$ cat src/verilog/cart_pkg.sv
package cart_pkg;

	// Mapper codes as written to $5xx6 bits 4:0
	localparam logic [4:0] MAPPER_NROM  = 5'd0;
	localparam logic [4:0] MAPPER_UXROM = 5'd1;
	localparam logic [4:0] MAPPER_CNROM = 5'd2;
	localparam logic [4:0] MAPPER_AXROM = 5'd8;  // Bit 3 set, 32 KB PRG layout
	localparam logic [4:0] MAPPER_MMC3  = 5'd20; // Bit 4 set, MMC3 group

	// CPU A14:A12 of the config page, $5000-$5FFF
	localparam logic [2:0] CFG_PAGE = 3'b101;

	// Config register offsets, CPU A2:A0
	localparam logic [2:0] CFG_BASE_HI    = 3'd0; // Base A26:A22
	localparam logic [2:0] CFG_BASE_LO    = 3'd1; // Base A21:A14
	localparam logic [2:0] CFG_PRG_MASK   = 3'd2;
	localparam logic [2:0] CFG_CHR_PRESET = 3'd3; // Direct r0 write
	localparam logic [2:0] CFG_CHR_MASK   = 3'd4;
	localparam logic [2:0] CFG_SRAM_PAGE  = 3'd5; // Also direct r1 write
	localparam logic [2:0] CFG_MAPPER     = 3'd6;
	localparam logic [2:0] CFG_CONTROL    = 3'd7; // Lockout, mirroring, enables

	// CIRAM A10 modes
	localparam logic [1:0] MIRROR_VERTICAL   = 2'd0;
	localparam logic [1:0] MIRROR_HORIZONTAL = 2'd1;
	localparam logic [1:0] MIRROR_ONE_A      = 2'd2;
	localparam logic [1:0] MIRROR_ONE_B      = 2'd3;

	// Scanline filter, m2 rises with A12 low before a rise counts
	localparam int A12_LOW_CYCLES = 3;
	localparam int A12_CNT_W      = $clog2(A12_LOW_CYCLES + 1);

	// Fixed MMC3 8 KB banks
	localparam logic [5:0] PRG_LAST        = 6'd63;
	localparam logic [5:0] PRG_SECOND_LAST = 6'd62;

	localparam int CPU_BASE_W = 13; // Flash A26:A14
	localparam int MASK_W     = 5;

	typedef logic [5:0] prg_bank_t; // Mapped CPU A18:A13
	typedef logic [7:0] chr_bank_t; // Mapped PPU A17:A10

	typedef struct packed {
		logic       romsel;
		logic       rw;
		logic [14:0] addr;
		logic [7:0] data;
	} cpu_bus_t;

	typedef struct packed {
		logic [CPU_BASE_W-1:0] cpu_base;
		logic [MASK_W-1:0]     cpu_mask;
		logic [MASK_W-1:0]     chr_mask;
		logic [1:0]            sram_page;
		logic [4:0]            mapper;
		logic [2:0]            flags;
		logic                  sram_enabled;
		logic                  prg_write_enabled;
		logic                  chr_write_enabled;
	} cart_cfg_t;

	typedef struct packed {
		logic       valid;
		logic [1:0] mode;
	} mirror_wr_t;

	typedef struct packed {
		logic       chr_wr;
		logic       prg_wr;
		logic [7:0] data;
	} bank_preset_t;

	typedef struct packed {
		logic       latch_wr;
		logic       reload_wr;
		logic       enable_wr;
		logic       disable_wr;
		logic [7:0] data;
	} irq_ctl_t;

endpackage
$ cat src/verilog/cart_config_regs.sv
`timescale 1ns/1ps

module cart_config_regs
(
	input  logic                     m2,
	input  logic                     ppu_addr_in,   // Reset
	input  cart_pkg::cpu_bus_t       bus,
	input  cart_pkg::mirror_wr_t     mirror_simple,
	input  cart_pkg::mirror_wr_t     mirror_mmc3,
	output cart_pkg::cart_cfg_t      cfg,
	output logic [1:0]               mirroring,
	output cart_pkg::bank_preset_t   preset
);

	logic       lockout;
	logic       cfg_wr;
	logic [2:0] offset;

	assign offset = bus.addr[2:0];

	// Write to $5000-$5FFF while the page is still open
	assign cfg_wr = ~bus.rw & bus.romsel & (bus.addr[14:12] == cart_pkg::CFG_PAGE) & ~lockout;

	// Direct bank writes go out in the write cycle itself
	assign preset.chr_wr = cfg_wr & (offset == cart_pkg::CFG_CHR_PRESET);
	assign preset.prg_wr = cfg_wr & (offset == cart_pkg::CFG_SRAM_PAGE);
	assign preset.data   = (offset == cart_pkg::CFG_SRAM_PAGE) ?
		{2'b00, bus.data[7:2]} : bus.data; // PRG bank sits above SRAM page bits

	always_ff @(posedge m2 or posedge ppu_addr_in)
	begin
		if (ppu_addr_in)
		begin
			cfg     <= '0;
			lockout <= 1'b0;
		end
		else if (cfg_wr)
		begin
			case (offset)
				cart_pkg::CFG_BASE_HI:
					cfg.cpu_base[12:8] <= bus.data[4:0]; // A26:A22
				cart_pkg::CFG_BASE_LO:
					cfg.cpu_base[7:0] <= bus.data;       // A21:A14
				cart_pkg::CFG_PRG_MASK:
					cfg.cpu_mask <= bus.data[4:0];       // Mask for A18:A14
				cart_pkg::CFG_CHR_MASK:
					cfg.chr_mask <= bus.data[4:0];       // Mask for A17:A13
				cart_pkg::CFG_SRAM_PAGE:
					cfg.sram_page <= bus.data[1:0];
				cart_pkg::CFG_MAPPER:
				begin
					cfg.flags  <= bus.data[7:5];
					cfg.mapper <= bus.data[4:0];
				end
				cart_pkg::CFG_CONTROL:
				begin
					lockout               <= bus.data[7]; // Sticky until reset
					cfg.prg_write_enabled <= bus.data[2];
					cfg.chr_write_enabled <= bus.data[1];
					cfg.sram_enabled      <= bus.data[0];
				end
				default:
					lockout <= lockout; // CHR preset leaves config alone
			endcase
		end
	end

	// Shared mirroring, mapper pulses take priority
	always_ff @(posedge m2 or posedge ppu_addr_in)
	begin
		if (ppu_addr_in)
			mirroring <= cart_pkg::MIRROR_VERTICAL;
		else if (mirror_simple.valid)
			mirroring <= mirror_simple.mode;
		else if (mirror_mmc3.valid)
			mirroring <= mirror_mmc3.mode;
		else if (cfg_wr && offset == cart_pkg::CFG_CONTROL)
			mirroring <= bus.data[4:3];
	end

endmodule

$ cat config.mk
export PLATFORM = sky130hd
export DESIGN_NAME = cart_config_regs
export DESIGN_NICKNAME = d
export VERILOG_FILES = /design/src/verilog/cart_pkg.sv /design/src/verilog/cart_config_regs.sv
export SDC_FILE = /design/constraint.sdc
export NUM_CORES = 1
export LEC_CHECK = 0
export BUFFER_PORTS_ARGS = -buffer_cell sky130_fd_sc_hd__buf_2
export CAP_MARGIN = 20
export CORE_AREA = 2 2 65 67
export DETAILED_ROUTE_END_ITERATION = 10
export DIE_AREA = 0 0 67 69
export GPL_TIMING_DRIVEN = 0
export PLACE_DENSITY = 0.77
export SYNTH_ARGS = -nofsm -noshare
export SYNTH_HDL_FRONTEND = slang
export SYNTH_SLANG_ARGS = --single-unit
$ cat constraint.sdc
create_clock -name m2 -period 1.9 [get_ports m2]
set_clock_uncertainty 0.15 [all_clocks]
set_input_delay 0.285 -clock m2 [delete_from_list [all_inputs] [get_ports m2]]
set_output_delay 0.285 -clock m2 [all_outputs]
set_load 0.05 [all_outputs]
# Word-level counts from Yosys, hierarchy flattened
# Cells that the tools add are included.
[word_totals]
regBits = 39
inputBits = 33
output_inout_bits = 48
wordCells = 41
[op_classes]
n_eq_ne = 8
n_mux = 4
bitwise = 7
n_reduce_logical = 10
[ops]
columns = ["operator", "n"]
rows = [
  ["$eq 3x3->1 const B", 5],
  ["$reduce_and 2->1", 7],
  ["$mux 8", 1],
  ["$eq 3x2->1 const B", 2],
  ["$mux 2", 3],
  ["$and 1x1->1", 5],
  ["$eq 3x1->1 const B", 1],
  ["$logic_not 3->1", 1],
  ["$reduce_bool 3->1", 1],
  ["$not 1->1", 2],
  ["$logic_and 1x1->1", 1],
]

# Longest topological paths before layout
[depth]
ltp_word = 8
ltp_mapped = 5
ltp_nobuf = 3

# Worst setup path after synthesis
# Ideal clock, no wire load.
[synth_timing]
kind = "register to output"
from = "register lockout"
to = "output preset[9] in the netlist's numbering"
t_arrival_ns = 1.297
t_required_ns = 1.465
setup_slack_ns = 0.168
stages_incl_launch_ff = 4
path_buffers = 1
path_cell_list = "dfrtp_1 > and4bb_2 > buf_4 > and4b_1"
[synth_rtl]
columns = ["element", "line", "text"]
rows = [
  ["start: declaration", "cart_config_regs.sv:15", "logic lockout;"],
  ["start signal: assignment", "cart_config_regs.sv:57", "lockout <= bus.data[7];"],
  ["start signal: assignment", "cart_config_regs.sv:63", "lockout <= lockout;"],
  ["end: declaration", "cart_config_regs.sv:12", "output cart_pkg::bank_preset_t preset"],
]

==> results.json <==
{
  "required_ns": 1.46,
  "fin_ws_ns": -0.0223,
  "maxSlewViolCount": 0,
  "ir_drop_uv": 502,
  "yosys.area.top_type": "dfrtp_1",
  "drtIter0Drc": 43,
  "drt-pass1-iter-count": 4,
  "power.density_mw_per_mm2": 948,
  "finalCriticalPeriod_ns": 1.92,
  "die_x_um": 67,
  "synth_area_leaders": "dfrtp_1, mux2_2, mux2_4, a211oi_1, mux2i_1",
  "place_ws_ns": -0.00469,
  "vias": 1288,
  "hold_class": "in -> async",
  "post-dp-hpwl_um": 2910,
  "avgSynthCellArea_um2": 14.7,
  "endpoint_kind": "output pin",
  "ant_nets": 0,
  "fill_cells": 338,
  "overflow": 0,
  "via_per_inst": 5.15,
  "status": "finished, violations left",
  "r2r_setup_slack_ns": 0.10,
  "crit_path_start_kind": "register",
  "final_layout_size_suffix_gt1_share_pct": 66.5,
  "synth_area_mm2": 0.00174,
  "die_area_mm2": 0.00462,
  "placementRows": 23,
  "slew_headroom_pct": 47.2,
  "cap_violations": 0,
  "rr_worst_depth": 5,
  "diodes": 0,
  "synth-async-reset-ratio_pct": 100,
  "cts_root_buffer": "clkbuf_8",
  "fp.dieH_um": 69,
  "grt_pass1_vias": 1331,
  "synth_top_area_share_pct": 56.2,
  "finalSetupViolations": 2,
  "cp_max_fo": 4,
  "regArea_um2": 976,
  "cts_max_level": 2,
  "place_area_mm2": 0.00215,
  "cts_made_buffers": 5,
  "tightest_slew_ns": 0.791,
  "ys_ff_latch": 39,
  "antenna_found_initial": 0,
  "r2r-start": "lockout",
  "grt_use_total_pct": 18.4,
  "clkTransAtPathRegs_ns": 0.07,
  "ys_warn_count": 0,
  "io_buffer_count": 70,
  "yosysSeqAreaShare_pct": 56.2,
  "hold_violations": 26,
  "start_util_pct": 44.4,
  "r2r-end": "cfg[34]",
  "wl_um": 4000,
  "wl_per_cell_um": 16.0,
  "violations": "hold timing, setup timing",
  "synth_enable_flop_cells": 0,
  "final_cell_area_mm2": 0.00232,
  "route.detailed.drc": 0,
  "areaGrowthSynthToFinish_pct": 33.4,
  "cts.sinks": 39,
  "multi_input_area_um2": 732,
  "critPathKind": "reg -> out",
  "synth_cells": 118,
  "rsz0062_at_grt": "yes",
  "fmax_ghz": 0.520,
  "grt_pass1_wl_um": 6330,
  "core_mm2": 0.00391,
  "cts_tree": "built",
  "synth_flop_cell": "dfrtp_1",
  "timing.hold.ws_ns": -0.00862,
  "cts_buffer_depth": 2,
  "fin_nets": 232,
  "io_pins": 81,
  "clock_latency_ns": 0.29,
  "crit_arrival_ns": 1.49,
  "gp_congestion": 0.784,
  "utilization_pct": 59.2,
  "syn-num-nets": 151,
  "fin_crit_sh_pct": 101,
  "synth_common_cells": "dfrtp_1, mux2_2, a211oi_1",
  "ys_types": 29,
  "grt_max_degree": 40,
  "total_leakage_power_uw": 0.00128
}
cell type report:
type                    instances  share of cell area, %
well taps                      50                   2.70
clock buffers                   6                   3.57
multi-input cells              74                   31.6
inverters                       1                  0.162
plain buffers                   4                   1.35
repair buffers                 74                   17.0
clock inverters                 2                   1.51
flip-flops and latches         39                   42.1
worst max-delay path, stage by stage, from the launching register on:
cell and delay, ns:
dfrtp_1 0.39, and4bb_2 0.32, buf_6 0.11, and4b_1 0.21
buf_6 0.17
sequential cells by signal, indices dropped and copies added (netlist names):
| register | cells |
|---|---|
| cfg | 36 |
| lockout | 1 |
| mirroring | 2 |
how the worst max path moves through the flow:
| stage | end | slack, ns | startpoint |
|---|---|---|---|
| after CTS | preset[9] | -0.05 | lockout |
| after global placement | preset[1] | 0.0007 | bus[10] |
| after global routing | preset[9] | -0.07 | lockout |
| after floorplan | preset[9] | 0.17 | lockout |
| final | preset[9] | -0.02 | lockout |
| after detailed placement | preset[3] | -0.005 | bus[10] |
cell usage in the layout (no fill, tap or decap), types with 2 or more instances in the layout:
| cell | n |
|---|---|
| dfrtp_1 | 39 |
| nand3_2 | 2 |
| mux2_4 | 3 |
| and2_1 | 2 |
| mux2i_1 | 2 |
| a31oi_1 | 2 |
| buf_6 | 4 |
| clkbuf_8 | 6 |
| buf_2 | 69 |
| nand2b_1 | 2 |
| buf_4 | 4 |
| mux2_2 | 39 |
| nor2b_1 | 2 |
| nand3_1 | 2 |
| a211o_1 | 2 |
| a211oi_1 | 4 |
metrics by stage:
step	TNS [ns]	power, uW	instances	hold WS [ns]
detailed placement	-0.00469	1500	238	0.325
floorplan	0	1340	118	0.279
global route	-0.132	2280	250	0.0698
CTS	-0.0896	2220	249	0.0106
global placement	0	1490	238	0.314
finish	-0.0286	2200	250	-0.00862
layer usage:
metal  up-vias  track usage [%]  routed length [um]
met5         -                0                   0
met4         0             9.30                  96
met1       641             22.0                1570
li1        595                -                   -
met2        42             30.1                2090
met3        10             4.73                 241
cell families after synthesis:
logic type             share of synthesized area [%]
AO/OA/AOI/OAI                                   4.03
buffers and inverters                           1.80
flip-flops                                      56.2
multiplexers                                    29.0
AND/OR/NAND/NOR                                 8.93
power by group:
part / switching [uW] / leakage, uW / internal, uW
sequential: 35.4 / 0.000527 / 898
combinational: 400 / 0.000697 / 151
clock: 285 / 0.0000612 / 425
repair_timing:
item | 4_1_cts | 5_1_grt
buffers inserted | 3 | 1
resized for setup | 6 | 0
cloned | 0 | 0
hold buffers | 0 | 0
pin swaps | 2 | 1
endpoints found under the setup margin | 4 | 4
(Power assumes the default switching activity.)
