===== src/verilog/cart_pkg.sv =====
package cart_pkg;

	// Mapper codes as written to $5xx6 bits 4:0
	localparam logic [4:0] MAPPER_NROM  = 5'd0;
	localparam logic [4:0] MAPPER_UXROM = 5'd1;
	localparam logic [4:0] MAPPER_CNROM = 5'd2;
	localparam logic [4:0] MAPPER_AXROM = 5'd8;  // Bit 3 set, 32 KB PRG layout
	localparam logic [4:0] MAPPER_MMC3  = 5'd20; // Bit 4 set, MMC3 group

	// CPU A14:A12 of the config page, $5000-$5FFF
	localparam logic [2:0] CFG_PAGE = 3'b101;

	// Config register offsets, CPU A2:A0
	localparam logic [2:0] CFG_BASE_HI    = 3'd0; // Base A26:A22
	localparam logic [2:0] CFG_BASE_LO    = 3'd1; // Base A21:A14
	localparam logic [2:0] CFG_PRG_MASK   = 3'd2;
	localparam logic [2:0] CFG_CHR_PRESET = 3'd3; // Direct r0 write
	localparam logic [2:0] CFG_CHR_MASK   = 3'd4;
	localparam logic [2:0] CFG_SRAM_PAGE  = 3'd5; // Also direct r1 write
	localparam logic [2:0] CFG_MAPPER     = 3'd6;
	localparam logic [2:0] CFG_CONTROL    = 3'd7; // Lockout, mirroring, enables

	// CIRAM A10 modes
	localparam logic [1:0] MIRROR_VERTICAL   = 2'd0;
	localparam logic [1:0] MIRROR_HORIZONTAL = 2'd1;
	localparam logic [1:0] MIRROR_ONE_A      = 2'd2;
	localparam logic [1:0] MIRROR_ONE_B      = 2'd3;

	// Scanline filter, m2 rises with A12 low before a rise counts
	localparam int A12_LOW_CYCLES = 3;
	localparam int A12_CNT_W      = $clog2(A12_LOW_CYCLES + 1);

	// Fixed MMC3 8 KB banks
	localparam logic [5:0] PRG_LAST        = 6'd63;
	localparam logic [5:0] PRG_SECOND_LAST = 6'd62;

	localparam int CPU_BASE_W = 13; // Flash A26:A14
	localparam int MASK_W     = 5;

	typedef logic [5:0] prg_bank_t; // Mapped CPU A18:A13
	typedef logic [7:0] chr_bank_t; // Mapped PPU A17:A10

	typedef struct packed {
		logic       romsel;
		logic       rw;
		logic [14:0] addr;
		logic [7:0] data;
	} cpu_bus_t;

	typedef struct packed {
		logic [CPU_BASE_W-1:0] cpu_base;
		logic [MASK_W-1:0]     cpu_mask;
		logic [MASK_W-1:0]     chr_mask;
		logic [1:0]            sram_page;
		logic [4:0]            mapper;
		logic [2:0]            flags;
		logic                  sram_enabled;
		logic                  prg_write_enabled;
		logic                  chr_write_enabled;
	} cart_cfg_t;

	typedef struct packed {
		logic       valid;
		logic [1:0] mode;
	} mirror_wr_t;

	typedef struct packed {
		logic       chr_wr;
		logic       prg_wr;
		logic [7:0] data;
	} bank_preset_t;

	typedef struct packed {
		logic       latch_wr;
		logic       reload_wr;
		logic       enable_wr;
		logic       disable_wr;
		logic [7:0] data;
	} irq_ctl_t;

endpackage

===== src/verilog/scanline_irq.sv =====
`timescale 1ns/1ps

module scanline_irq
(
	input  logic               m2,
	input  logic               ppu_addr_in, // Reset
	input  logic               a12,
	input  cart_pkg::irq_ctl_t ctl,
	output logic               irq_flag
);

	logic [cart_pkg::A12_CNT_W-1:0] low_cnt;  // Saturating low-time count
	logic                           a12_prev;
	logic [7:0]                     latch;
	logic [7:0]                     counter;
	logic [7:0]                     counter_next;
	logic                           reload_pend;
	logic                           enabled;
	logic                           a12_rise;

	// Rise only counts after a long enough low stretch
	assign a12_rise = a12 & ~a12_prev & (low_cnt == cart_pkg::A12_LOW_CYCLES);

	// Reload on request or when the count ran out
	assign counter_next = (reload_pend || counter == 8'd0) ? latch : counter - 8'd1;

	// A12 low-time filter
	always_ff @(posedge m2 or posedge ppu_addr_in)
	begin
		if (ppu_addr_in)
		begin
			low_cnt  <= '0;
			a12_prev <= 1'b0;
		end
		else
		begin
			a12_prev <= a12;
			if (a12)
				low_cnt <= '0;
			else if (low_cnt != cart_pkg::A12_LOW_CYCLES)
				low_cnt <= low_cnt + 1'b1;
		end
	end

	// Counter, latch and flag
	always_ff @(posedge m2 or posedge ppu_addr_in)
	begin
		if (ppu_addr_in)
		begin
			latch       <= 8'h00;
			counter     <= 8'h00;
			reload_pend <= 1'b0;
			enabled     <= 1'b0;
			irq_flag    <= 1'b0;
		end
		else
		begin
			if (a12_rise)
			begin
				counter     <= counter_next;
				reload_pend <= 1'b0;
				if (counter_next == 8'd0 && enabled)
					irq_flag <= 1'b1;
			end
			// CPU writes land after the rise so they win
			if (ctl.latch_wr)
				latch <= ctl.data;
			if (ctl.reload_wr)
				reload_pend <= 1'b1;
			if (ctl.enable_wr)
				enabled <= 1'b1; // Leaves a pending IRQ in place
			if (ctl.disable_wr)
			begin
				enabled  <= 1'b0;
				irq_flag <= 1'b0; // Ack
			end
		end
	end

endmodule


===== config.mk =====
export PLATFORM = sky130hd
export DESIGN_NAME = scanline_irq
export DESIGN_NICKNAME = d
export VERILOG_FILES = /design/src/verilog/cart_pkg.sv /design/src/verilog/scanline_irq.sv
export SDC_FILE = /design/constraint.sdc
export NUM_CORES = 1
export LEC_CHECK = 0
export BUFFER_PORTS_ARGS = -buffer_cell sky130_fd_sc_hd__buf_4
export CORE_MARGIN = 4
export CORE_UTILIZATION = 45
export CTS_BUF_LIST = sky130_fd_sc_hd__clkbuf_16
export CTS_CLUSTER_SIZE = 24
export DETAILED_ROUTE_END_ITERATION = 16
export MAX_ROUTING_LAYER = met4
export PLACE_DENSITY = 0.72
export SETUP_SLACK_MARGIN = 0.1
export SKIP_CTS_REPAIR_TIMING = 1
export SLEW_MARGIN = 20
export SYNTH_ARGS = -nofsm -noshare
export SYNTH_HDL_FRONTEND = slang
export SYNTH_SLANG_ARGS = --single-unit

===== constraint.sdc =====
create_clock -name m2 -period 1.7 [get_ports m2]
set_clock_uncertainty 0.05 [all_clocks]
set_input_delay 0.34 -clock m2 [delete_from_list [all_inputs] [get_ports m2]]
set_output_delay 0.34 -clock m2 [all_outputs]
set_load 0.02 [all_outputs]

-- Word level (Yosys, flattened, before mapping)
Cells that the tools add are included.
- flip-flop bits (word level): 22
- bits of input ports: 15
- output and inout bits: 1
- word-level logic and storage cells: 34
- add/sub/neg operators: 2
- equal/unequal tests: 2
- muxes and demuxes: 10
- bitwise gates (word level): 3
- reductions and logical operators: 10
- operators by type and width (operator ; count):
    $logic_not 8->1 ; 2
    $reduce_bool 2->1 ; 5
    $mux 8 ; 1
    $sub 8x1->8 const B ; 1
    $mux 1 ; 7
    $mux 2 ; 2
    $add 2x1->2 const B ; 1
    $and 1x1->1 ; 2
    $eq 2x2->1 const B ; 1
    $ne 2x2->1 const B ; 1
    $reduce_and 2->1 ; 1
    $logic_and 1x1->1 ; 1
    $logic_or 1x1->1 ; 1
    $not 1->1 ; 1

-- Depth between registers and ports, before layout
- word-level depth: 8
- gate-level depth with buffers: 8

-- Worst setup path before layout
OpenSTA, ideal clock, no wires.
- kind: reg2reg
- from: register counter[2]
- to: register irq_flag
- data arrival time: 1538 ps
- path slack: -16 ps
- stages on the path, launching flop included: 7
- buffers on the path: 1
- period minus slack after synthesis: 1716 ps
- cell sequence: dfrtp_1 > buf_6 > nor4_4 > a31oi_2 > mux2_2 > a21oi_2 > o32ai_2
- cells in the longest elaborated chain, start to end: 7
- RTL lines (element ; line ; RTL):
    start, declared ; scanline_irq.sv:15 ; logic [7:0] counter;
    start signal, assigned ; scanline_irq.sv:60 ; counter <= counter_next;
    parallel branches: the longest is 2 deep, another holds $sub 8x1->8 ; n/a ;
    $mux 8 * ; scanline_irq.sv:25 ; assign counter_next = (reload_pend || counter == 8'd0) ? latch : counter - 8'd1;
    $logic_not 8->1 * ; scanline_irq.sv:62 ; if (counter_next == 8'd0 && enabled)
    $logic_and 1x1->1 * ; scanline_irq.sv:62 ;
    $reduce_bool 2->1 (no source line) * ; n/a ;
    $reduce_and 2->1 (no source line) * ; n/a ;
    end signal, assigned ; scanline_irq.sv:54 ; irq_flag <= 1'b0;
    end signal, assigned ; scanline_irq.sv:63 ; irq_flag <= 1'b1;
    end signal, assigned ; scanline_irq.sv:75 ; irq_flag <= 1'b0;
    end, declared ; scanline_irq.sv:9 ; output logic irq_flag
Mark *: on every way between the ends.
A chain may end at the register's enable or synchronous reset.

-- Worst setup path in the final report
Ends and elaborated chain as after synthesis.

==> summary.txt <==
Logic synthesis
  – Ys async rst share: 1.00
  – Post-synthesis sequential area ratio: 0.464
  – Top-count cell post-synth: dfrtp_1
  – Synth warn: 0
  – Post-Syn Area: 1190 um2
  – Synth cell count leaders: 22 x dfrtp_1, 13 x nor2_1, 9 x mux2_2, 9 x nand2_1
  – Syn avg cell area: 10.1 um2
  – Fraction of synthesized cell area in xor and xnor cells: 0.0148
  – Top FF cell, synth: dfrtp_1
  – Main combinational cell family by area after synthesis: simple AND/OR/NAND/NOR gates
  – Multiplexer share of the synthesized area: 0.0939
  – Post-synth top area share: 0.464
  – Distinct cells, synth: 38
  – Post-synthesis compound-gate area fraction: 0.174
  – Top post-synthesis cells by area: dfrtp_1 46%, mux2_2 8.5%, nor2_1 4.1%, a21oi_1 3.4%, o21ai_0 3.4%
  – Adder-cell share of the synthesized area: 0.0316
  – Synthesized Nets: around 140
  – Flops & latches, synth: 22
  – Gate Count Post-Synth: roughly 120
  – EDFF count, synth: 0
  – Simple-gate area share of the yosys netlist: 0.176
  – Synth area leader: dfrtp_1

Detailed routing
  – Avg WL per Cell: 16.7 um
  – Final antenna-violating net count: 0
  – DRC Markers: 0
  – Final wirelength: around 3.0 mm
  – Vias per inst: just under 6
  – Detailed Routing Iterations Pass 1: 4
  – 1st-iter DRT viols: 40
  – Via count: about 1100

Timing
  – RSZ-0062 raised after global routing: true
  – Max-Slew Margin vs Limit: 0.724
  – Setup violators final: 1
  – Tightest Pin Transition: 413 ps
  – Slew Viols, Final: 0
  – Final Hold Fails: 0
  – Final setup margin: -4.33 ps
  – Period Utilization, post-route: 1.00
  – Fin crit period: 1700 ps
  – Fmax: between 500 and 600 MHz

Power
  – P_leak: 0.696 nW
  – PD cells: roughly 1400 nW/um2
  – Max IR drop VDD: 0.000823 V

Worst setup path
  – Worst path arrival time: 1790 ps
  – Critical Path End Type: register
  – Crit-path max FO: 7
  – CP required: between 1500 and 2000 ps
  – Setup crit start kind: register
  – Type of the worst setup path: register to register

Clocking
  – Clk pin slew, worst setup/hold paths: 50 ps
  – Clock Latency Late Sink: 250 ps
  – CTS tree: yes
  – CTS buffer count: 3
  – Root buf cell: clkbuf_16
  – Bufs on Longest Clock Path: 2
  – Sink Count: 22
  – H-tree depth: 1

Die
  – Core area: 2500 um2
  – Initial Utilization: 0.474
  – Die area: 3520 um2
  – Row count: 18
  – I/O pins: 16
  – Die width: 59.3 um
  – Die height: 59.3 um

GRT
  – Met2 Usage GRT: 0.289
  – Initial antenna violation count: 0
  – GRT overflow: 0
  – Met3 usage: 0.0327
  – Vias in the first global route: between 900 and 1000
  – Maximum number of pins on one net before global-route repair: 23
  – Grt met1 use: 0.216
  – Total GRT Usage: 0.178
  – Global-route wire length before repair: about 4.5 mm
  – GR peak layer: met2

Finish
  – Fin cells: between 150 and 200
  – Number of antenna repair diodes: 0
  – P&R area growth vs syn: 37.1%
  – Layout cells sized above 1: 0.470
  – Layout filler cell count: 186
  – Final instance area: 1630 um2
  – Layout Nets: around 170

Placement
  – Global placement routability congestion: 0.930
  – # port buffers: 15
  – Area post-placement: around 1400 um2
  – Dpl cells: around 170
  – Hpwl dp: slightly below 2 mm

Run
  – Max Cap Violations: 0

Worst hold path
  – Hold Path Class: input port to async pin

Status
  – Status: complete, but fails checks
  – Failing checks: setup timing
[per-layer routing]
layer / wire [um] / vias up
met5: 0 / -
met4: 71 / 0
met3: 181 / 11
met2: 1510 / 46
met1: 1230 / 517
li1: - / 485
[cells by family (layout without fill, tap and decap cells)]
| group | Yosys count | after routing |
|---|---|---|
| multiplexers | 10 | 10 |
| AO/OA/AOI/OAI | 31 | 31 |
| XOR/XNOR | 2 | 2 |
| buffers and inverters | 12 | 43 |
| AND/OR/NAND/NOR | 38 | 38 |
| adder cells (fa/ha/maj) | 3 | 3 |
| flip-flops | 22 | 22 |
[state kept, by name (all words and copies together) (netlist names)]
name / count
enabled: 1
low_cnt: 2
latch: 8
irq_flag: 1
a12_prev: 1
counter: 8
reload_pend: 1
[layout make-up]
cell class                 count  area (um2)  share of cell area
clock buffer                   3        75.1              0.0462
inverter                       6        22.5              0.0138
multi-input combinational     84         682               0.419
sequential                    22         551               0.338
tap                           30        37.5              0.0231
timing repair buffer          34         259               0.159
[metrics by stage]
stage	power (mW)	util	hold WS, ps	TNS [ps]	worst slack (ps)
floorplan	1.22	-	279	0	20.1
global placement	1.54	0.570	339	0	22.4
detailed placement	1.55	0.570	348	-9.76	-7.89
CTS	2.05	0.600	80.3	-71.9	-36.2
global route	2.34	0.651	104	-155	-61.8
finish	2.23	0.651	68.8	-4.33	-4.33
[path summary, 6_finish.rpt]
check	startpoint	endpoint	slack, ps	cells past startpoint
worst max-delay path	counter[2]	irq_flag	-4	5
worst min-delay path	ppu_addr_in	latch[1]	70	3
worst max register to register	counter[2]	irq_flag	-4	5
worst min register to register	enabled	enabled	450	2
max in group asynchronous	ppu_addr_in	reload_pend	1310	3
min in group m2	a12	a12_prev	170	1
[critical path, cell delays in order, from the launching register on]
cell     delay [ps]
dfrtp_1         400
nor4_4          380
a31oi_4         210
mux2_4          340
a21oi_2         120
o32ai_2          80
[layout by cell type (no fill, tap or decap), drive strengths merged]
cell type,netlist,routed
buf,3,34
dfrtp,22,22
nor2,13,13
nand2,9,9
mux2,9,9
a21oi,9,9
o21ai,8,8
inv,6,6
nand3b,3,3
ha,3,3
clkbuf,3,3
o22ai,3,3
nor3,3,3
a31oi,3,3
nor4,3,3
o32ai,2,2
a2bb2oi,2,2
or2,1,1
a21o,1,1
nor2b,1,1
nand4,1,1
o21a,1,1
nand3,1,1
a31o,1,1
nand4bb,1,1
xnor2,1,1
or4,1,1
mux2i,1,1
xor2,1,1
o211ai,1,1
and3,1,1
[power breakdown]
| part | internal [mW] | switching, mW |
|---|---|---|
| sequential | 0.648 | 0.101 |
| clock | 0.310 | 0.172 |
| combinational | 0.484 | 0.515 |
| total | 1.44 | 0.788 |
No activity file was read; power rests on OpenSTA's default activity.
