**src/verilog/cart_pkg.sv**
```systemverilog
package cart_pkg;

	// Mapper codes as written to $5xx6 bits 4:0
	localparam logic [4:0] MAPPER_NROM  = 5'd0;
	localparam logic [4:0] MAPPER_UXROM = 5'd1;
	localparam logic [4:0] MAPPER_CNROM = 5'd2;
	localparam logic [4:0] MAPPER_AXROM = 5'd8;  // Bit 3 set, 32 KB PRG layout
	localparam logic [4:0] MAPPER_MMC3  = 5'd20; // Bit 4 set, MMC3 group

	// CPU A14:A12 of the config page, $5000-$5FFF
	localparam logic [2:0] CFG_PAGE = 3'b101;

	// Config register offsets, CPU A2:A0
	localparam logic [2:0] CFG_BASE_HI    = 3'd0; // Base A26:A22
	localparam logic [2:0] CFG_BASE_LO    = 3'd1; // Base A21:A14
	localparam logic [2:0] CFG_PRG_MASK   = 3'd2;
	localparam logic [2:0] CFG_CHR_PRESET = 3'd3; // Direct r0 write
	localparam logic [2:0] CFG_CHR_MASK   = 3'd4;
	localparam logic [2:0] CFG_SRAM_PAGE  = 3'd5; // Also direct r1 write
	localparam logic [2:0] CFG_MAPPER     = 3'd6;
	localparam logic [2:0] CFG_CONTROL    = 3'd7; // Lockout, mirroring, enables

	// CIRAM A10 modes
	localparam logic [1:0] MIRROR_VERTICAL   = 2'd0;
	localparam logic [1:0] MIRROR_HORIZONTAL = 2'd1;
	localparam logic [1:0] MIRROR_ONE_A      = 2'd2;
	localparam logic [1:0] MIRROR_ONE_B      = 2'd3;

	// Scanline filter, m2 rises with A12 low before a rise counts
	localparam int A12_LOW_CYCLES = 3;
	localparam int A12_CNT_W      = $clog2(A12_LOW_CYCLES + 1);

	// Fixed MMC3 8 KB banks
	localparam logic [5:0] PRG_LAST        = 6'd63;
	localparam logic [5:0] PRG_SECOND_LAST = 6'd62;

	localparam int CPU_BASE_W = 13; // Flash A26:A14
	localparam int MASK_W     = 5;

	typedef logic [5:0] prg_bank_t; // Mapped CPU A18:A13
	typedef logic [7:0] chr_bank_t; // Mapped PPU A17:A10

	typedef struct packed {
		logic       romsel;
		logic       rw;
		logic [14:0] addr;
		logic [7:0] data;
	} cpu_bus_t;

	typedef struct packed {
		logic [CPU_BASE_W-1:0] cpu_base;
		logic [MASK_W-1:0]     cpu_mask;
		logic [MASK_W-1:0]     chr_mask;
		logic [1:0]            sram_page;
		logic [4:0]            mapper;
		logic [2:0]            flags;
		logic                  sram_enabled;
		logic                  prg_write_enabled;
		logic                  chr_write_enabled;
	} cart_cfg_t;

	typedef struct packed {
		logic       valid;
		logic [1:0] mode;
	} mirror_wr_t;

	typedef struct packed {
		logic       chr_wr;
		logic       prg_wr;
		logic [7:0] data;
	} bank_preset_t;

	typedef struct packed {
		logic       latch_wr;
		logic       reload_wr;
		logic       enable_wr;
		logic       disable_wr;
		logic [7:0] data;
	} irq_ctl_t;

endpackage
```
**src/verilog/simple_mapper.sv**
```systemverilog
`timescale 1ns/1ps

module simple_mapper
(
	input  logic                   m2,
	input  logic                   ppu_addr_in,  // Reset
	input  cart_pkg::cpu_bus_t     bus,
	input  logic [4:0]             mapper,
	input  cart_pkg::bank_preset_t preset,
	input  logic [13:0]            ppu_addr,
	output cart_pkg::prg_bank_t    prg,
	output cart_pkg::chr_bank_t    chr,
	output cart_pkg::mirror_wr_t   mirror_wr
);

	logic [7:0] r0;      // CHR bank
	logic [7:0] r1;      // PRG bank
	logic       rom_wr;

	assign rom_wr = ~bus.rw & ~bus.romsel; // Any write to $8000-$FFFF

	always_ff @(posedge m2 or posedge ppu_addr_in)
	begin
		if (ppu_addr_in)
		begin
			r0 <= 8'h00;
			r1 <= 8'h00;
		end
		else
		begin
			if (preset.chr_wr)
				r0 <= preset.data;
			if (preset.prg_wr)
				r1 <= preset.data;
			if (rom_wr)
			begin
				case (mapper)
					cart_pkg::MAPPER_UXROM: r1 <= bus.data;
					cart_pkg::MAPPER_CNROM: r0 <= bus.data;
					cart_pkg::MAPPER_AXROM: r1 <= {3'b000, bus.data[4:0]};
					default:                r0 <= r0; // NROM has no registers
				endcase
			end
		end
	end

	// AxROM one-screen select rides on data bit 4
	assign mirror_wr.valid = rom_wr & (mapper == cart_pkg::MAPPER_AXROM);
	assign mirror_wr.mode  = {1'b1, bus.data[4]};

	always_comb
	begin
		if (mapper[3])
			prg = {r1[3:0], bus.addr[14:13]};             // One 32 KB window
		else if (bus.addr[14])
			prg = {cart_pkg::PRG_LAST[5:1], bus.addr[13]}; // Last 16 KB at $C000
		else
			prg = {r1[4:0], bus.addr[13]};                 // Switchable $8000
	end

	assign chr = {r0[4:0], ppu_addr[12:10]}; // 8 KB CHR bank

endmodule

```
**config.mk**
```make
export PLATFORM = sky130hd
export DESIGN_NAME = simple_mapper
export DESIGN_NICKNAME = d
export VERILOG_FILES = /design/src/verilog/cart_pkg.sv /design/src/verilog/simple_mapper.sv
export SDC_FILE = /design/constraint.sdc
export NUM_CORES = 1
export LEC_CHECK = 0
export BUFFER_PORTS_ARGS = -buffer_cell sky130_fd_sc_hd__buf_2
export CAP_MARGIN = 20
export CORE_MARGIN = 2
export CORE_UTILIZATION = 32
export CTS_BUF_LIST = sky130_fd_sc_hd__clkbuf_16
export DETAILED_ROUTE_END_ITERATION = 8
export PLACE_DENSITY = 0.77
export RECOVER_POWER = 25
export SYNTH_ARGS = -nofsm -noshare
export SYNTH_HDL_FRONTEND = slang
export SYNTH_SLANG_ARGS = --single-unit
export TNS_END_PERCENT = 50
```
**constraint.sdc**
```tcl
create_clock -name m2 -period 0.9 [get_ports m2]
set_input_delay 0.18 -clock m2 [delete_from_list [all_inputs] [get_ports m2]]
set_output_delay 0.18 -clock m2 [all_outputs]
set_load 0.005 [all_outputs]
```
; After elaboration in Yosys (flattened, before gate mapping)
; Cells that the tools add are included.
[op_classes]
eq_ne = 4
mux = 8
n_bitwise = 4
reduce_logical = 1
[ops]
columns = cell, n
row1 = two-way mux 8 bit, 4
row2 = one-hot mux 8 bit (2 select lines), 2
row3 = two-way mux 6 bit, 2
row4 = == test 5 x 1 -> 1 bit (second input constant), 1
row5 = == test 5 x 2 -> 1 bit (second input constant), 1
row6 = == test 5 x 4 -> 1 bit (second input constant), 1
row7 = inequality test 3 x 2 -> 1 bit (second input constant), 1
row8 = bitwise AND 1 bit, 2
row9 = NOT 1 bit, 2
row10 = OR reduction 2 bit, 1
[word_totals]
ff_bits = 16
in_bits = 56
out_inout_bits = 17
elab_cells = 19

; Logic depth before layout (Yosys ltp)
[logic_depth]
depth_word = 4
ltp_mapped = 4
ltp_nobuf = 4

; Worst setup path before layout
; Ideal clock, no wire load.
[synth_timing]
path_type = input -> register
from = in mapper[0]
to = reg r1[0]
setup_ns = 0.125
arrival_time_ns = 0.997
required_ns = 0.775
slack_ns = -0.222
cell_stages = 4
path_buffers = 0
cell_sequence = xnor2_1 nor4_2 nand2_2 mux2_4
[synth_between]
elab_chain_len = 3
elab_cells_between_ends = 4
cone_classes = eq/ne (2) / mux (2)
[synth_rtl]
columns = element, line_no
row1 = "start, declared", simple_mapper.sv:8  ; input logic [4:0] mapper,
row2 = == test 5 x 4 -> 1 bit or == test 5 x 1 -> 1 bit (tied branches), simple_mapper.sv:37  ; case (mapper)
row3 = one-hot mux 8 bit (2 select lines) (*), simple_mapper.sv:37
row4 = two-way mux 8 bit (*), simple_mapper.sv:35  ; if (rom_wr)
row5 = "end signal, assigned", simple_mapper.sv:34  ; r1 <= preset.data;
row6 = "end signal, assigned", simple_mapper.sv:38  ; cart_pkg::MAPPER_UXROM: r1 <= bus.data;
row7 = "end signal, assigned", simple_mapper.sv:40  ; cart_pkg::MAPPER_AXROM: r1 <= {3'b000, bus.data[4:0]};
row8 = "end, declared", simple_mapper.sv:17  ; logic [7:0] r1;
; Mark *: on every way between the ends. The rest lies on a longest branch, timed or not.
; A chain may end at the register's enable or synchronous reset.

; Final worst setup path
[layout_timing]
from = reg r1[3]
to = out prg[4]
[layout_between]
elab_chain_len = 2
[layout_rtl]
columns = element, line_no
row1 = two-way mux 6 bit, simple_mapper.sv:55  ; else if (bus.addr[14])
row2 = two-way mux 6 bit, simple_mapper.sv:53  ; if (mapper[3])
row3 = "end, declared", simple_mapper.sv:11  ; output cart_pkg::prg_bank_t prg,
; Every way passes these cells.

==> results by stage <==
Setup path:
- The type of origin of the critical path is a register.
- The worst setup path is captured at an output pin.
- Across all register-to-register paths, the minimum setup slack is -0.26 ns.
- The worst endpoint required time is 0.72 ns.
- The arrival time at the worst endpoint is 0.99 ns.
- The critical path in this run is classified as reg2out.
- The top fanout value on the critical path is 2.
- The worst flop-to-flop path startpoint is r1[1].
- The worst register-to-register path has a depth of 3.
- The endpoint of the worst register-to-register path is r1[1].

Worst hold path:
- The startpoint identified for the worst hold timing path is bus[3].
- The hold path endpoint is r1[3].
- The tightest min-delay check is of the in2reg type.
- The number of instances on the worst hold path is 2.

Synth:
- The post-synthesis cell type with the largest combined area is dfrtp_1.
- For this run, the number of Yosys warnings is 0.
- The net count of the mapped netlist is 128.
- The portion of synthesized cell area occupied by the leading cell type is 34.19%.
- The main flop type after synthesis is dfrtp_1.
- Counting flops and latches in the post-synthesis netlist gives 10.
- In the synthesized netlist, the number of instances is 72.
- Sorting the synthesized cells by area gives the leading types as dfrtp_1 34%, mux2_2 15%, mux2_4 10%.
- The post-synthesis average cell area is 10.17 µm².
- In the synthesized netlist, the cells that appear most often are 10 x dfrtp_1, 10 x mux2_2, 10 x nand2_1.
- Of the synthesized area, sequential elements account for 34.19%.
- The number of distinct library cells after synthesis is 19.
- The number of enable-type register cells in the synthesized netlist is 0.
- The cell area that synthesis handed to floorplanning was 732.0 µm².
- Counting flops with an async set or reset pin after synthesis yields a share of 100.0%.

Placement:
- The half-perimeter wire length after placement is 1.458 mm.
- During placement, the flow inserted port buffers numbering 33.
- The pre-CTS setup slack is -0.4057 ns.
- The routability-driven placement congestion ratio is 0.8492.
- The number of instances in the placed design is 140.
- In this run the cell area measured after placement is 1007 µm².

Status:
- The final reports fail on setup timing.
- The run finished, with violations left.

Timing:
- On the final layout, the worst clock skew is 0 ns.
- The final max-slew violation count is 0.
- The routed design could run at a clock period as short as 1.175 ns.
- The achievable frequency is 851.2 MHz.
- Setup violations remaining at the end of the flow were counted as 21.
- Across all setup checks in the final design, the least slack found is -0.2749 ns.
- The total count of hold-check failures in the final report came to 0.
- Summed over all failing endpoints, the final setup total negative slack is -2.597 ns.
- Setup repair after global routing could not meet its margin everywhere.
- The worst path uses 130.5% of the clock period.
- Across all hold checks on the routed design, the worst slack comes to 0.2034 ns.

CTS:
- Clock latency on the worst-skew pair, taken at its later pin, is 0.23 ns.
- Counting along the longest clock path gives a buffer depth of 2.
- TritonCTS built the clock tree.
- Buffers inserted during clock tree synthesis total 3.
- The H-tree level count is 1.
- The clock sink total is 10.
- The root buffer cell chosen for the clock tree is clkbuf_16.
- The clock input transition at the sequential cells of the worst setup and hold paths is 0.04 ns.

Layout:
- 0 antenna diodes ended up in the layout.
- After routing the design area is 1287 µm².
- In the final layout, the share of cells above drive strength 1 is 67.50%.
- Cells fill 58.77% of the core in the end.
- The growth of design area from synthesis to finish is 75.90%.
- The final cell count without fillers is 148.
- The total number of nets in the final design is 178.
- Fill cells in the final layout number 180.

Power:
- The total power per unit cell area is 1478 nW/µm².
- The design draws 1.903 mW.
- The total leakage power is 0.6459 nW.
- The largest vdd supply drop is 0.001358 V.

GRT:
- The first-pass GRT wire length is 3.077 mm.
- Summed over all layers, the global routing overflow is 0.
- Entering global routing, the biggest net connects 11 pins.
- The via count of the first global-routing pass is 716.
- The initial antenna violation count is 0.
- Global routing consumed, over all layers together, 16.08% of the routing resources.

Detailed routing:
- The number of DRC violations after detailed routing is 0.
- The first-pass iteration count of the detailed router is 4.
- In the final routed layout, each cell accounts on average for 14.68 µm.
- The total wire length after detailed routing is 2.172 mm.
- For this block, the initial DRC count from the detailed router was 11.
- The count of nets left with antenna violations once routing finished came out at 0.
- The via density per instance is 4.818.
- The final route contains 713 vias.

Floorplan:
- The width of the die is 51.83 µm.
- The initialized floorplan defines 17 standard-cell rows.
- In this run the count of I/O pins placed on the die edge is 73.
- The die covers 2686 µm².
- The starting density of the core is 33.41%.
- The placeable core region is 2191 µm².
- The vertical die dimension is 51.83 µm.

Run:
- The number of max-capacitance violations reported is 0.
==> how the worst max path moves through the flow <==
stage	from	endpoint	slack, ns	cells past startpoint
2_1_floorplan	mapper[0]	r1[0]	-0.16	4
3_3_place_gp	mapper[0]	r1[3]	-0.34	5
3_5_place_dp	mapper[0]	r0[0]	-0.41	5
4_1_cts	r1[0]	prg[1]	-0.28	3
5_1_grt	r1[3]	prg[4]	-0.31	4
6_report	r1[3]	prg[4]	-0.27	4
==> state kept, by name, summed over array words and instances (netlist names) <==
register  flops
r0            5
r1            5
==> where the power goes <==
group | total [mW] | switching, mW | internal, mW
clock | 0.754 | 0.180 | 0.574
sequential | 0.547 | 0.0373 | 0.510
combinational | 0.602 | 0.237 | 0.365
==> per-layer routing <==
| metal | up-vias | track usage (%) | wire length, µm | part of all wire [%] |
|---|---|---|---|---|
| li1 | 347 | - | - | - |
| met1 | 345 | 14.75 | 846 | 39 |
| met5 | - | 0 | 0 | 0 |
| met3 | 4 | 5.747 | 96 | 4.4 |
| met4 | 0 | 6.579 | 29 | 1.3 |
| met2 | 17 | 31.22 | 1200 | 55 |
==> cell families after synthesis <==
logic type / count (synthesis) / synth area share [%]
AND/OR/NAND/NOR: 20 / 12.99
AO/OA/AOI/OAI: 11 / 10.94
XOR/XNOR: 1 / 1.197
other: 1 / 0.5123
buffers and inverters: 9 / 7.690
multiplexers: 20 / 32.48
flip-flops: 10 / 34.19
==> worst max-delay path, stage by stage, from the launching register on <==
cell and delay, ns:
dfrtp_1 0.38, buf_6 0.12, nor2_4 0.08, o21ai_2 0.06
buf_2 0.12
==> layout by cell type, fill, tap and decap left out, drive strengths merged <==
master       synthesis  final
inv                  2      2
nand3b               1      1
xnor2                1      1
mux2i                5      5
nand2               11     11
o41ai                1      1
clkbuf               0      3
o21ai                9      9
conb                 1      1
nor4                 3      3
nor2                 5      5
dfrtp               10     10
a21o                 1      1
dlygate4sd3          0      1
mux2                15     15
buf                  7     51
==> layout make-up <==
| cell class | instances | area [µm²] | share of cell area [%] |
|---|---|---|---|
| multi-input cells | 53 | 510.5 | 39.65 |
| repair buffers | 52 | 409.1 | 31.78 |
| flip-flops and latches | 10 | 250.2 | 19.44 |
| clock buffers | 3 | 75.07 | 5.831 |
| well taps | 28 | 35.03 | 2.721 |
| inverters | 2 | 7.507 | 0.5831 |
==> what timing repair did <==
| item | in CTS | in global routing |
|---|---|---|
| resized for setup | 29 | 10 |
| endpoints found under the hold margin | 10 | 0 |
| endpoints found under the setup margin | 21 | 21 |
| hold buffers | 1 | 0 |
| pin swaps | 10 | 6 |
| setup buffers | 4 | 1 |
Power figures use the tool's default switching activity.
