--- src/verilog/cart_pkg.sv ---
package cart_pkg;

	// Mapper codes as written to $5xx6 bits 4:0
	localparam logic [4:0] MAPPER_NROM  = 5'd0;
	localparam logic [4:0] MAPPER_UXROM = 5'd1;
	localparam logic [4:0] MAPPER_CNROM = 5'd2;
	localparam logic [4:0] MAPPER_AXROM = 5'd8;  // Bit 3 set, 32 KB PRG layout
	localparam logic [4:0] MAPPER_MMC3  = 5'd20; // Bit 4 set, MMC3 group

	// CPU A14:A12 of the config page, $5000-$5FFF
	localparam logic [2:0] CFG_PAGE = 3'b101;

	// Config register offsets, CPU A2:A0
	localparam logic [2:0] CFG_BASE_HI    = 3'd0; // Base A26:A22
	localparam logic [2:0] CFG_BASE_LO    = 3'd1; // Base A21:A14
	localparam logic [2:0] CFG_PRG_MASK   = 3'd2;
	localparam logic [2:0] CFG_CHR_PRESET = 3'd3; // Direct r0 write
	localparam logic [2:0] CFG_CHR_MASK   = 3'd4;
	localparam logic [2:0] CFG_SRAM_PAGE  = 3'd5; // Also direct r1 write
	localparam logic [2:0] CFG_MAPPER     = 3'd6;
	localparam logic [2:0] CFG_CONTROL    = 3'd7; // Lockout, mirroring, enables

	// CIRAM A10 modes
	localparam logic [1:0] MIRROR_VERTICAL   = 2'd0;
	localparam logic [1:0] MIRROR_HORIZONTAL = 2'd1;
	localparam logic [1:0] MIRROR_ONE_A      = 2'd2;
	localparam logic [1:0] MIRROR_ONE_B      = 2'd3;

	// Scanline filter, m2 rises with A12 low before a rise counts
	localparam int A12_LOW_CYCLES = 3;
	localparam int A12_CNT_W      = $clog2(A12_LOW_CYCLES + 1);

	// Fixed MMC3 8 KB banks
	localparam logic [5:0] PRG_LAST        = 6'd63;
	localparam logic [5:0] PRG_SECOND_LAST = 6'd62;

	localparam int CPU_BASE_W = 13; // Flash A26:A14
	localparam int MASK_W     = 5;

	typedef logic [5:0] prg_bank_t; // Mapped CPU A18:A13
	typedef logic [7:0] chr_bank_t; // Mapped PPU A17:A10

	typedef struct packed {
		logic       romsel;
		logic       rw;
		logic [14:0] addr;
		logic [7:0] data;
	} cpu_bus_t;

	typedef struct packed {
		logic [CPU_BASE_W-1:0] cpu_base;
		logic [MASK_W-1:0]     cpu_mask;
		logic [MASK_W-1:0]     chr_mask;
		logic [1:0]            sram_page;
		logic [4:0]            mapper;
		logic [2:0]            flags;
		logic                  sram_enabled;
		logic                  prg_write_enabled;
		logic                  chr_write_enabled;
	} cart_cfg_t;

	typedef struct packed {
		logic       valid;
		logic [1:0] mode;
	} mirror_wr_t;

	typedef struct packed {
		logic       chr_wr;
		logic       prg_wr;
		logic [7:0] data;
	} bank_preset_t;

	typedef struct packed {
		logic       latch_wr;
		logic       reload_wr;
		logic       enable_wr;
		logic       disable_wr;
		logic [7:0] data;
	} irq_ctl_t;

endpackage
--- src/verilog/mmc3_mapper.sv ---
`timescale 1ns/1ps

module mmc3_mapper
(
	input  logic                 m2,
	input  logic                 ppu_addr_in,  // Reset
	input  cart_pkg::cpu_bus_t   bus,
	input  logic [4:0]           mapper,
	input  logic [13:0]          ppu_addr,
	output cart_pkg::prg_bank_t  prg,
	output cart_pkg::chr_bank_t  chr,
	output cart_pkg::mirror_wr_t mirror_wr,
	output cart_pkg::irq_ctl_t   irq_ctl
);

	logic [7:0] bank_r [0:7]; // r0-r1 2 KB CHR, r2-r5 1 KB CHR, r6-r7 PRG
	logic [2:0] bank_sel;
	logic       prg_mode;
	logic       chr_mode;
	logic       wr;
	logic [2:0] reg_sel;

	assign wr      = ~bus.rw & ~bus.romsel & (mapper == cart_pkg::MAPPER_MMC3);
	assign reg_sel = {bus.addr[14:13], bus.addr[0]}; // Register pair and even/odd

	always_ff @(posedge m2 or posedge ppu_addr_in)
	begin
		if (ppu_addr_in)
		begin
			bank_sel <= 3'd0;
			prg_mode <= 1'b0;
			chr_mode <= 1'b0;
			bank_r   <= '{default: 8'h00};
		end
		else if (wr)
		begin
			case (reg_sel)
				3'b000: // $8000 even
				begin
					chr_mode <= bus.data[7];
					prg_mode <= bus.data[6];
					bank_sel <= bus.data[2:0];
				end
				3'b001: // $8001 odd
					bank_r[bank_sel] <= bus.data;
				default:
					bank_sel <= bank_sel; // Others are strobes only
			endcase
		end
	end

	// $A000 even, H/V mirroring
	assign mirror_wr.valid = wr & (reg_sel == 3'b010);
	assign mirror_wr.mode  = {1'b0, bus.data[0]};

	// $C000/$C001 and $E000/$E001 go to the scanline counter
	assign irq_ctl.latch_wr   = wr & (reg_sel == 3'b100);
	assign irq_ctl.reload_wr  = wr & (reg_sel == 3'b101);
	assign irq_ctl.disable_wr = wr & (reg_sel == 3'b110);
	assign irq_ctl.enable_wr  = wr & (reg_sel == 3'b111);
	assign irq_ctl.data       = bus.data;

	// PRG windows, 8 KB each
	always_comb
	begin
		case (bus.addr[14:13])
			2'b00:   prg = prg_mode ? cart_pkg::PRG_SECOND_LAST : bank_r[6][5:0];
			2'b01:   prg = bank_r[7][5:0];                                          // Always r7
			2'b10:   prg = prg_mode ? bank_r[6][5:0] : cart_pkg::PRG_SECOND_LAST;
			default: prg = cart_pkg::PRG_LAST;                                      // $E000 fixed
		endcase
	end

	// CHR mode picks which half gets the 2 KB banks
	always_comb
	begin
		if (ppu_addr[12] == chr_mode)
		begin
			if (ppu_addr[11])
				chr = {bank_r[1][7:1], ppu_addr[10]};
			else
				chr = {bank_r[0][7:1], ppu_addr[10]};
		end
		else
		begin
			case (ppu_addr[11:10])
				2'b00:   chr = bank_r[2];
				2'b01:   chr = bank_r[3];
				2'b10:   chr = bank_r[4];
				default: chr = bank_r[5];
			endcase
		end
	end

endmodule

--- config.mk ---
export PLATFORM = sky130hd
export DESIGN_NAME = mmc3_mapper
export DESIGN_NICKNAME = d
export VERILOG_FILES = /design/src/verilog/cart_pkg.sv /design/src/verilog/mmc3_mapper.sv
export SDC_FILE = /design/constraint.sdc
export NUM_CORES = 1
export LEC_CHECK = 0
export BUFFER_PORTS_ARGS = -buffer_cell sky130_fd_sc_hd__clkbuf_2
export CAP_MARGIN = 20
export CELL_PAD_IN_SITES_DETAIL_PLACEMENT = 1
export CELL_PAD_IN_SITES_GLOBAL_PLACEMENT = 1
export CORE_MARGIN = 1
export CORE_UTILIZATION = 43
export DETAILED_ROUTE_END_ITERATION = 10
export PLACE_DENSITY_LB_ADDON = 0.12
export SETUP_SLACK_MARGIN = 0.3
export SLEW_MARGIN = 20
export SYNTH_ARGS = -nofsm -noshare
export SYNTH_HDL_FRONTEND = slang
export SYNTH_SLANG_ARGS = --single-unit
export TNS_END_PERCENT = 50
--- constraint.sdc ---
create_clock -name m2 -period 2.05 [get_ports m2]
set_input_delay 0.205 -clock m2 [delete_from_list [all_inputs] [get_ports m2]]
set_output_delay 0.205 -clock m2 [all_outputs]
set_load 0.01 [all_outputs]
== Yosys cells after proc, flatten, opt, wreduce, memory -nomap -nowiden ==
Cells that the tools add are included.
W data, S select, Z words.

* Bits of input ports: 46
* Flip-flop bits (word level): 69

* Eq/ne operators: 12
* Reduce and logical (&&, ||, !) cells: 6
* $lt $le $gt $ge: 2
* Bitwise operators: 10
* Mux-type cells: 9

{| class="wikitable"
|+ Operators by type and width
! operator !! count
|-
| $bwmux W64 || 1
|-
| $demux W8 S3 || 1
|-
| $mux W8 || 3
|-
| $pmux W8 S3 || 1
|-
| $pmux W6 S3 || 1
|-
| $eq A3 B3 Y1 const B || 4
|-
| $mux W6 || 2
|-
| $and A1 B1 Y1 || 7
|-
| $eq A5 B5 Y1 const B || 1
|-
| $eq A2 B1 Y1 const B || 2
|-
| $eq A2 B2 Y1 const B || 2
|-
| $ge A4 B4 Y1 const B || 1
|-
| $logic_not A2 Y1 || 2
|-
| $lt A4 B1 Y1 const B || 1
|-
| $not A3 Y4 || 1
|-
| $reduce_and A2 Y1 || 2
|-
| $eq A3 B1 Y1 const B || 1
|-
| $eq A3 B2 Y1 const B || 1
|-
| $logic_not A3 Y1 || 1
|-
| $not A1 Y1 || 2
|-
| $eq A1 B1 Y1 || 1
|-
| $logic_and A1 B1 Y1 || 1
|}

== Longest topological paths before layout ==
* Word-level depth: 6
* Gate-level depth with buffers: 5
* Gate-level depth less buffers: 3

== Least setup slack after synthesis ==
No wires, ideal clock.

* Path type: register -> register
* From: reg bank_sel[1]
* To: reg bank_r[40] in the netlist's numbering
* Cell stages (with the launch flop): 4
* Clock period less this slack: 1.763 ns
* Required time: 1.925 ns
* Arrival: 1.639 ns
* Path buffers: 0
* Slack: 0.287 ns
* Cells stage by stage: dfrtp_1 or4b_4 nor4b_4 mux2_2

* Word-level cells in the longest chain between the ends: 6

{| class="wikitable"
|+ Ends and longest elaborated chain
! what !! RTL line !! text
|-
| start, declared || mmc3_mapper.sv:17 || <nowiki>logic [2:0] bank_sel;</nowiki>
|-
| start signal, assigned || mmc3_mapper.sv:42 || <nowiki>bank_sel <= bus.data[2:0];</nowiki>
|-
| start signal, assigned || mmc3_mapper.sv:47 || <nowiki>bank_sel <= bank_sel;</nowiki>
|-
| $not A3 Y4 (not written as such) * || mmc3_mapper.sv:45 || <nowiki>bank_r[bank_sel] <= bus.data;</nowiki>
|-
| $ge A4 B4 Y1 (not written as such) / $lt A4 B1 Y1 (equally long branches) || mmc3_mapper.sv:45 ||
|-
| $logic_and A1 B1 Y1 (not written as such) || mmc3_mapper.sv:45 ||
|-
| $mux W8 (not written as such) || mmc3_mapper.sv:45 ||
|-
| $demux W8 S3 * || mmc3_mapper.sv:45 ||
|-
| $bwmux W64 * || mmc3_mapper.sv:45 ||
|-
| end signal, assigned by index || mmc3_mapper.sv:45 ||
|-
| end, declared || mmc3_mapper.sv:16 || <nowiki>logic [7:0] bank_r [0:7];</nowiki>
|}

Mark *: on every way between the ends. The rest lies on a longest branch, timed or not.
A chain may end at the register's enable or synchronous reset.

== Worst setup path in the final report ==
* From: reg bank_sel[1]
* To: reg bank_r[43] in the netlist's numbering

The elaborated chain is that of the path after synthesis.

==> impl_metrics.csv <==
group,metric,value,unit
run_status,status,"complete, no violations",
timing,slew_violations,0,
power,pwr-share-seq,48.9,%
floorplanning,die-height,86.3,um
setup_path,slowest_stage,"or4b_4",
worst_hold_path,hold_path.class,"in2reg",
clock_network,cts_tree,"done",
power,p_comb_share,7.4,%
setup_path,arrival,2.04,ns
power,internal_power,1.98,mW
global_route,grt_pass1_vias,2068,
floorplanning,core,0.00683,mm^2
setup_path,start_kind,"flop",
yosys,postSynthAreaPerCell,14.0,um^2
place,dp_hpwl,4430,um
power,p_leak,1.87,nW
timing,grt_setup_unrepaired,"yes",
cells_and_area,syn2layout_area_growth,22.3,%
setup_path,r2r_setup_slack,0.23,ns
floorplanning,start_util,44.7,%
route,drt_iter0_drc,69,
yosys,netlist_area,0.00305,mm^2
yosys,ys_seq_area_share,51.6,%
route,first_pass_iters,4,
yosys,synth_cells,218,
yosys,syn_nets,264,
power,p_clk_share,43.7,%
setup_path,crit_path_end_kind,"flop",
floorplanning,std_cell_rows,30,
timing,fin_crit,1.82,ns
place,dp.cells,358,
worst_hold_path,min_to,"chr_mode",
place,port_buffers,50,
clock_network,cts.sinks,63,
cells_and_area,final-instance-count-excl-fill,377,
setup_path,path_class,"reg2reg",
timing,finalHoldViolCount,0,
yosys,ys_warn_count,0,
cells_and_area,stdcell_area,0.00373,mm^2
global_route,gr-total-overflow,0,
clock_network,clk_path_buf_depth,2,
power,p_sw_share,22.7,%
route,wl,6660,um
setup_path,crit_family,"simple AND/OR/NAND/NOR gates",
route,post_drt_via_cell_ratio,5.30,
clock_network,h-tree-depth,3,
clock_network,insertion_delay,0.33,ns
power,ir_drop,499,uV
yosys,synth-seq-cells,63,
power,switching_power,0.582,mW
floorplanning,ios,75,
yosys,yosys.area.top_type_share,51.6,%
yosys,netlist_top_cells_area,"dfrtp_1, mux2_2, mux4_2",
setup_path,max_stage_delay,0.52,ns
cells_and_area,multi_input_area,0.00139,mm^2
global_route,antenna_found_initial,0,
timing,fmax,548,MHz
global_route,grt_pass1_wl,11000,um
timing,timing.hold.ws,0.231,ns
timing,setup_viol,0,
cells_and_area,final_nets,322,
route,wl_per_cell,17.7,um
clock_network,cts_made_buffers,9,
timing,fin_crit_sh,89.0,%
setup_path,crit_buf_inv,1,
setup_path,crit_chain,"or4b_4 -> nor4b_4 -> buf_12 -> mux2_2",
setup_path,crit_path_max_fanout,8,
cells_and_area,drive_gt1_share,56.9,%
global_route,grt_max_degree,29,
cells_and_area,ff_latch_area,0.00158,mm^2
yosys,synthDistinctLibCells,31,
floorplanning,die_w,86.3,um
timing,slew_headroom,57.8,%
route,num_vias,1999,
setup_path,r2r-start,"bank_sel[1]",
global_route,gr-usage-all-layers,19.8,%
power,power.density,687,mW/mm^2
flow_run,cap_violations,0,
cells_and_area,fillers,726,
setup_path,reg2regPathDepth,4,
setup_path,r2r_end,"bank_r[43]",
cells_and_area,n_antenna_cell,0,
timing,clock_skew,0.00591,ns
worst_hold_path,hold_depth,2,
yosys,synth_top_area_cell,"dfrtp_1",
clock_network,path_clk_slew,0.07,ns
place,gp_congestion,0.747,
place,placed_cell_area,0.00345,mm^2
setup_path,cp.required,2.27,ns
route,drc,0,
floorplanning,die_area,0.00744,mm^2
worst_hold_path,hp-start,"bus[7]",
cells_and_area,utilization,54.6,%
clock_network,cts_root_buffer,"clkbuf_8",
timing,setup_tns,0,ns
timing,tightest_slew,0.632,ns
route,ant_nets,0,
[registers in the layout (all words and copies together) (netlist names)]
signal	cells
bank_sel	3
prg_mode	1
bank_r	58
chr_mode	1
[synthesized netlist by cell type]
library cell and instances:
and4_1 1, dfrtp_1 63, nand4_1 5, inv_1 2, mux2i_1 7, clkbuf_1 8
o21bai_1 1, nand4bb_1 1, nand3_1 1, nor4b_2 1, nand4b_1 2, nor3b_1 1
mux4_2 8, nor4b_1 1, buf_4 10, nand2b_1 1, or4b_4 1, xor2_1 1
nor4b_4 2, mux2_2 64, nand2_1 8, and4bb_1 1, nor3_1 4, nor2_1 4
o21ai_0 9, nor4bb_1 1, and2_1 2, o22a_1 5, conb_1 1, buf_2 1
nor4_1 1
[stage by stage]
step | power [mW] | setup WS, ns
3_5_place_dp | 1.46 | 0.239
3_3_place_gp | 1.46 | 0.254
6_report | 2.57 | 0.226
5_1_grt | 2.66 | 0.180
2_1_floorplan | 1.38 | 0.287
4_1_cts | 2.60 | 0.228
[layer usage]
layer / vias up / track usage [%] / wire length [um]
met5: - / 0 / 0
met4: 0 / 5.45 / 74
met3: 7 / 4.67 / 221
met2: 41 / 31.8 / 3300
met1: 1035 / 27.2 / 3070
li1: 916 / - / -
[power groups by stage]
stage	combinational [mW]	clock, mW	sequential [mW]
finish	0.190	1.12	1.26
global route	0.212	1.20	1.26
CTS	0.193	1.15	1.26
detailed placement	0.185	0	1.28
global placement	0.184	0	1.28
floorplan	0.107	0	1.28
[area by class of cell]
class                   instances  area share, %
inverters                       2          0.302
well taps                      96           3.22
multi-input cells             134           37.3
clock inverters                 3           1.07
flip-flops and latches         63           42.2
repair buffers                 66           11.3
clock buffers                  13           4.53
[worst reg2reg max path: stages (launching register included)]
cell	delay (ns)
dfrtp_1	0.39
or4b_4	0.52
nor4b_4	0.29
buf_12	0.18
mux2_2	0.34
[logic make-up (layout without fill, tap and decap cells)]
kind of cell,count (synthesis),in the layout,synth area share [%]
mux,79,79,31.8
flops,63,63,51.6
simple gates,38,38,9.14
buf+inv,21,84,3.85
compound gates,15,15,3.16
other cells,1,1,0.123
xor+xnor,1,1,0.287
[how the worst max path moves through the flow]
stage / startpoint / endpoint / slack [ns] / cells after the start
3_5_place_dp: bus[23] / bank_r[45] / 0.24 / 5
6_report: bank_sel[1] / bank_r[43] / 0.23 / 4
5_1_grt: bank_sel[1] / bank_r[45] / 0.18 / 4
4_1_cts: bank_sel[1] / bank_r[42] / 0.23 / 4
2_1_floorplan: bank_sel[1] / bank_r[40] / 0.29 / 3
3_3_place_gp: bus[23] / bank_r[40] / 0.25 / 5
[layout by cell type (no fill, tap or decap), types with 4 or more instances in the layout]
master / instances
buf_4: 9
clkbuf_2: 48
clkbuf_8: 12
dfrtp_1: 63
mux2_2: 57
mux2_4: 7
mux2i_1: 7
mux4_2: 8
nand2_1: 6
nand4_1: 5
nor2_1: 4
nor3_1: 4
o21ai_0: 7
o22a_1: 5
[what timing repair did]
action	CTS	global route
buffers inserted	2	0
gates cloned	0	0
hold buffers	1	0
endpoints found under the setup margin	20	63
pin swaps	0	2
resized for setup	3	14
hold endpoints to repair	26	0
(Power assumes the default switching activity.)
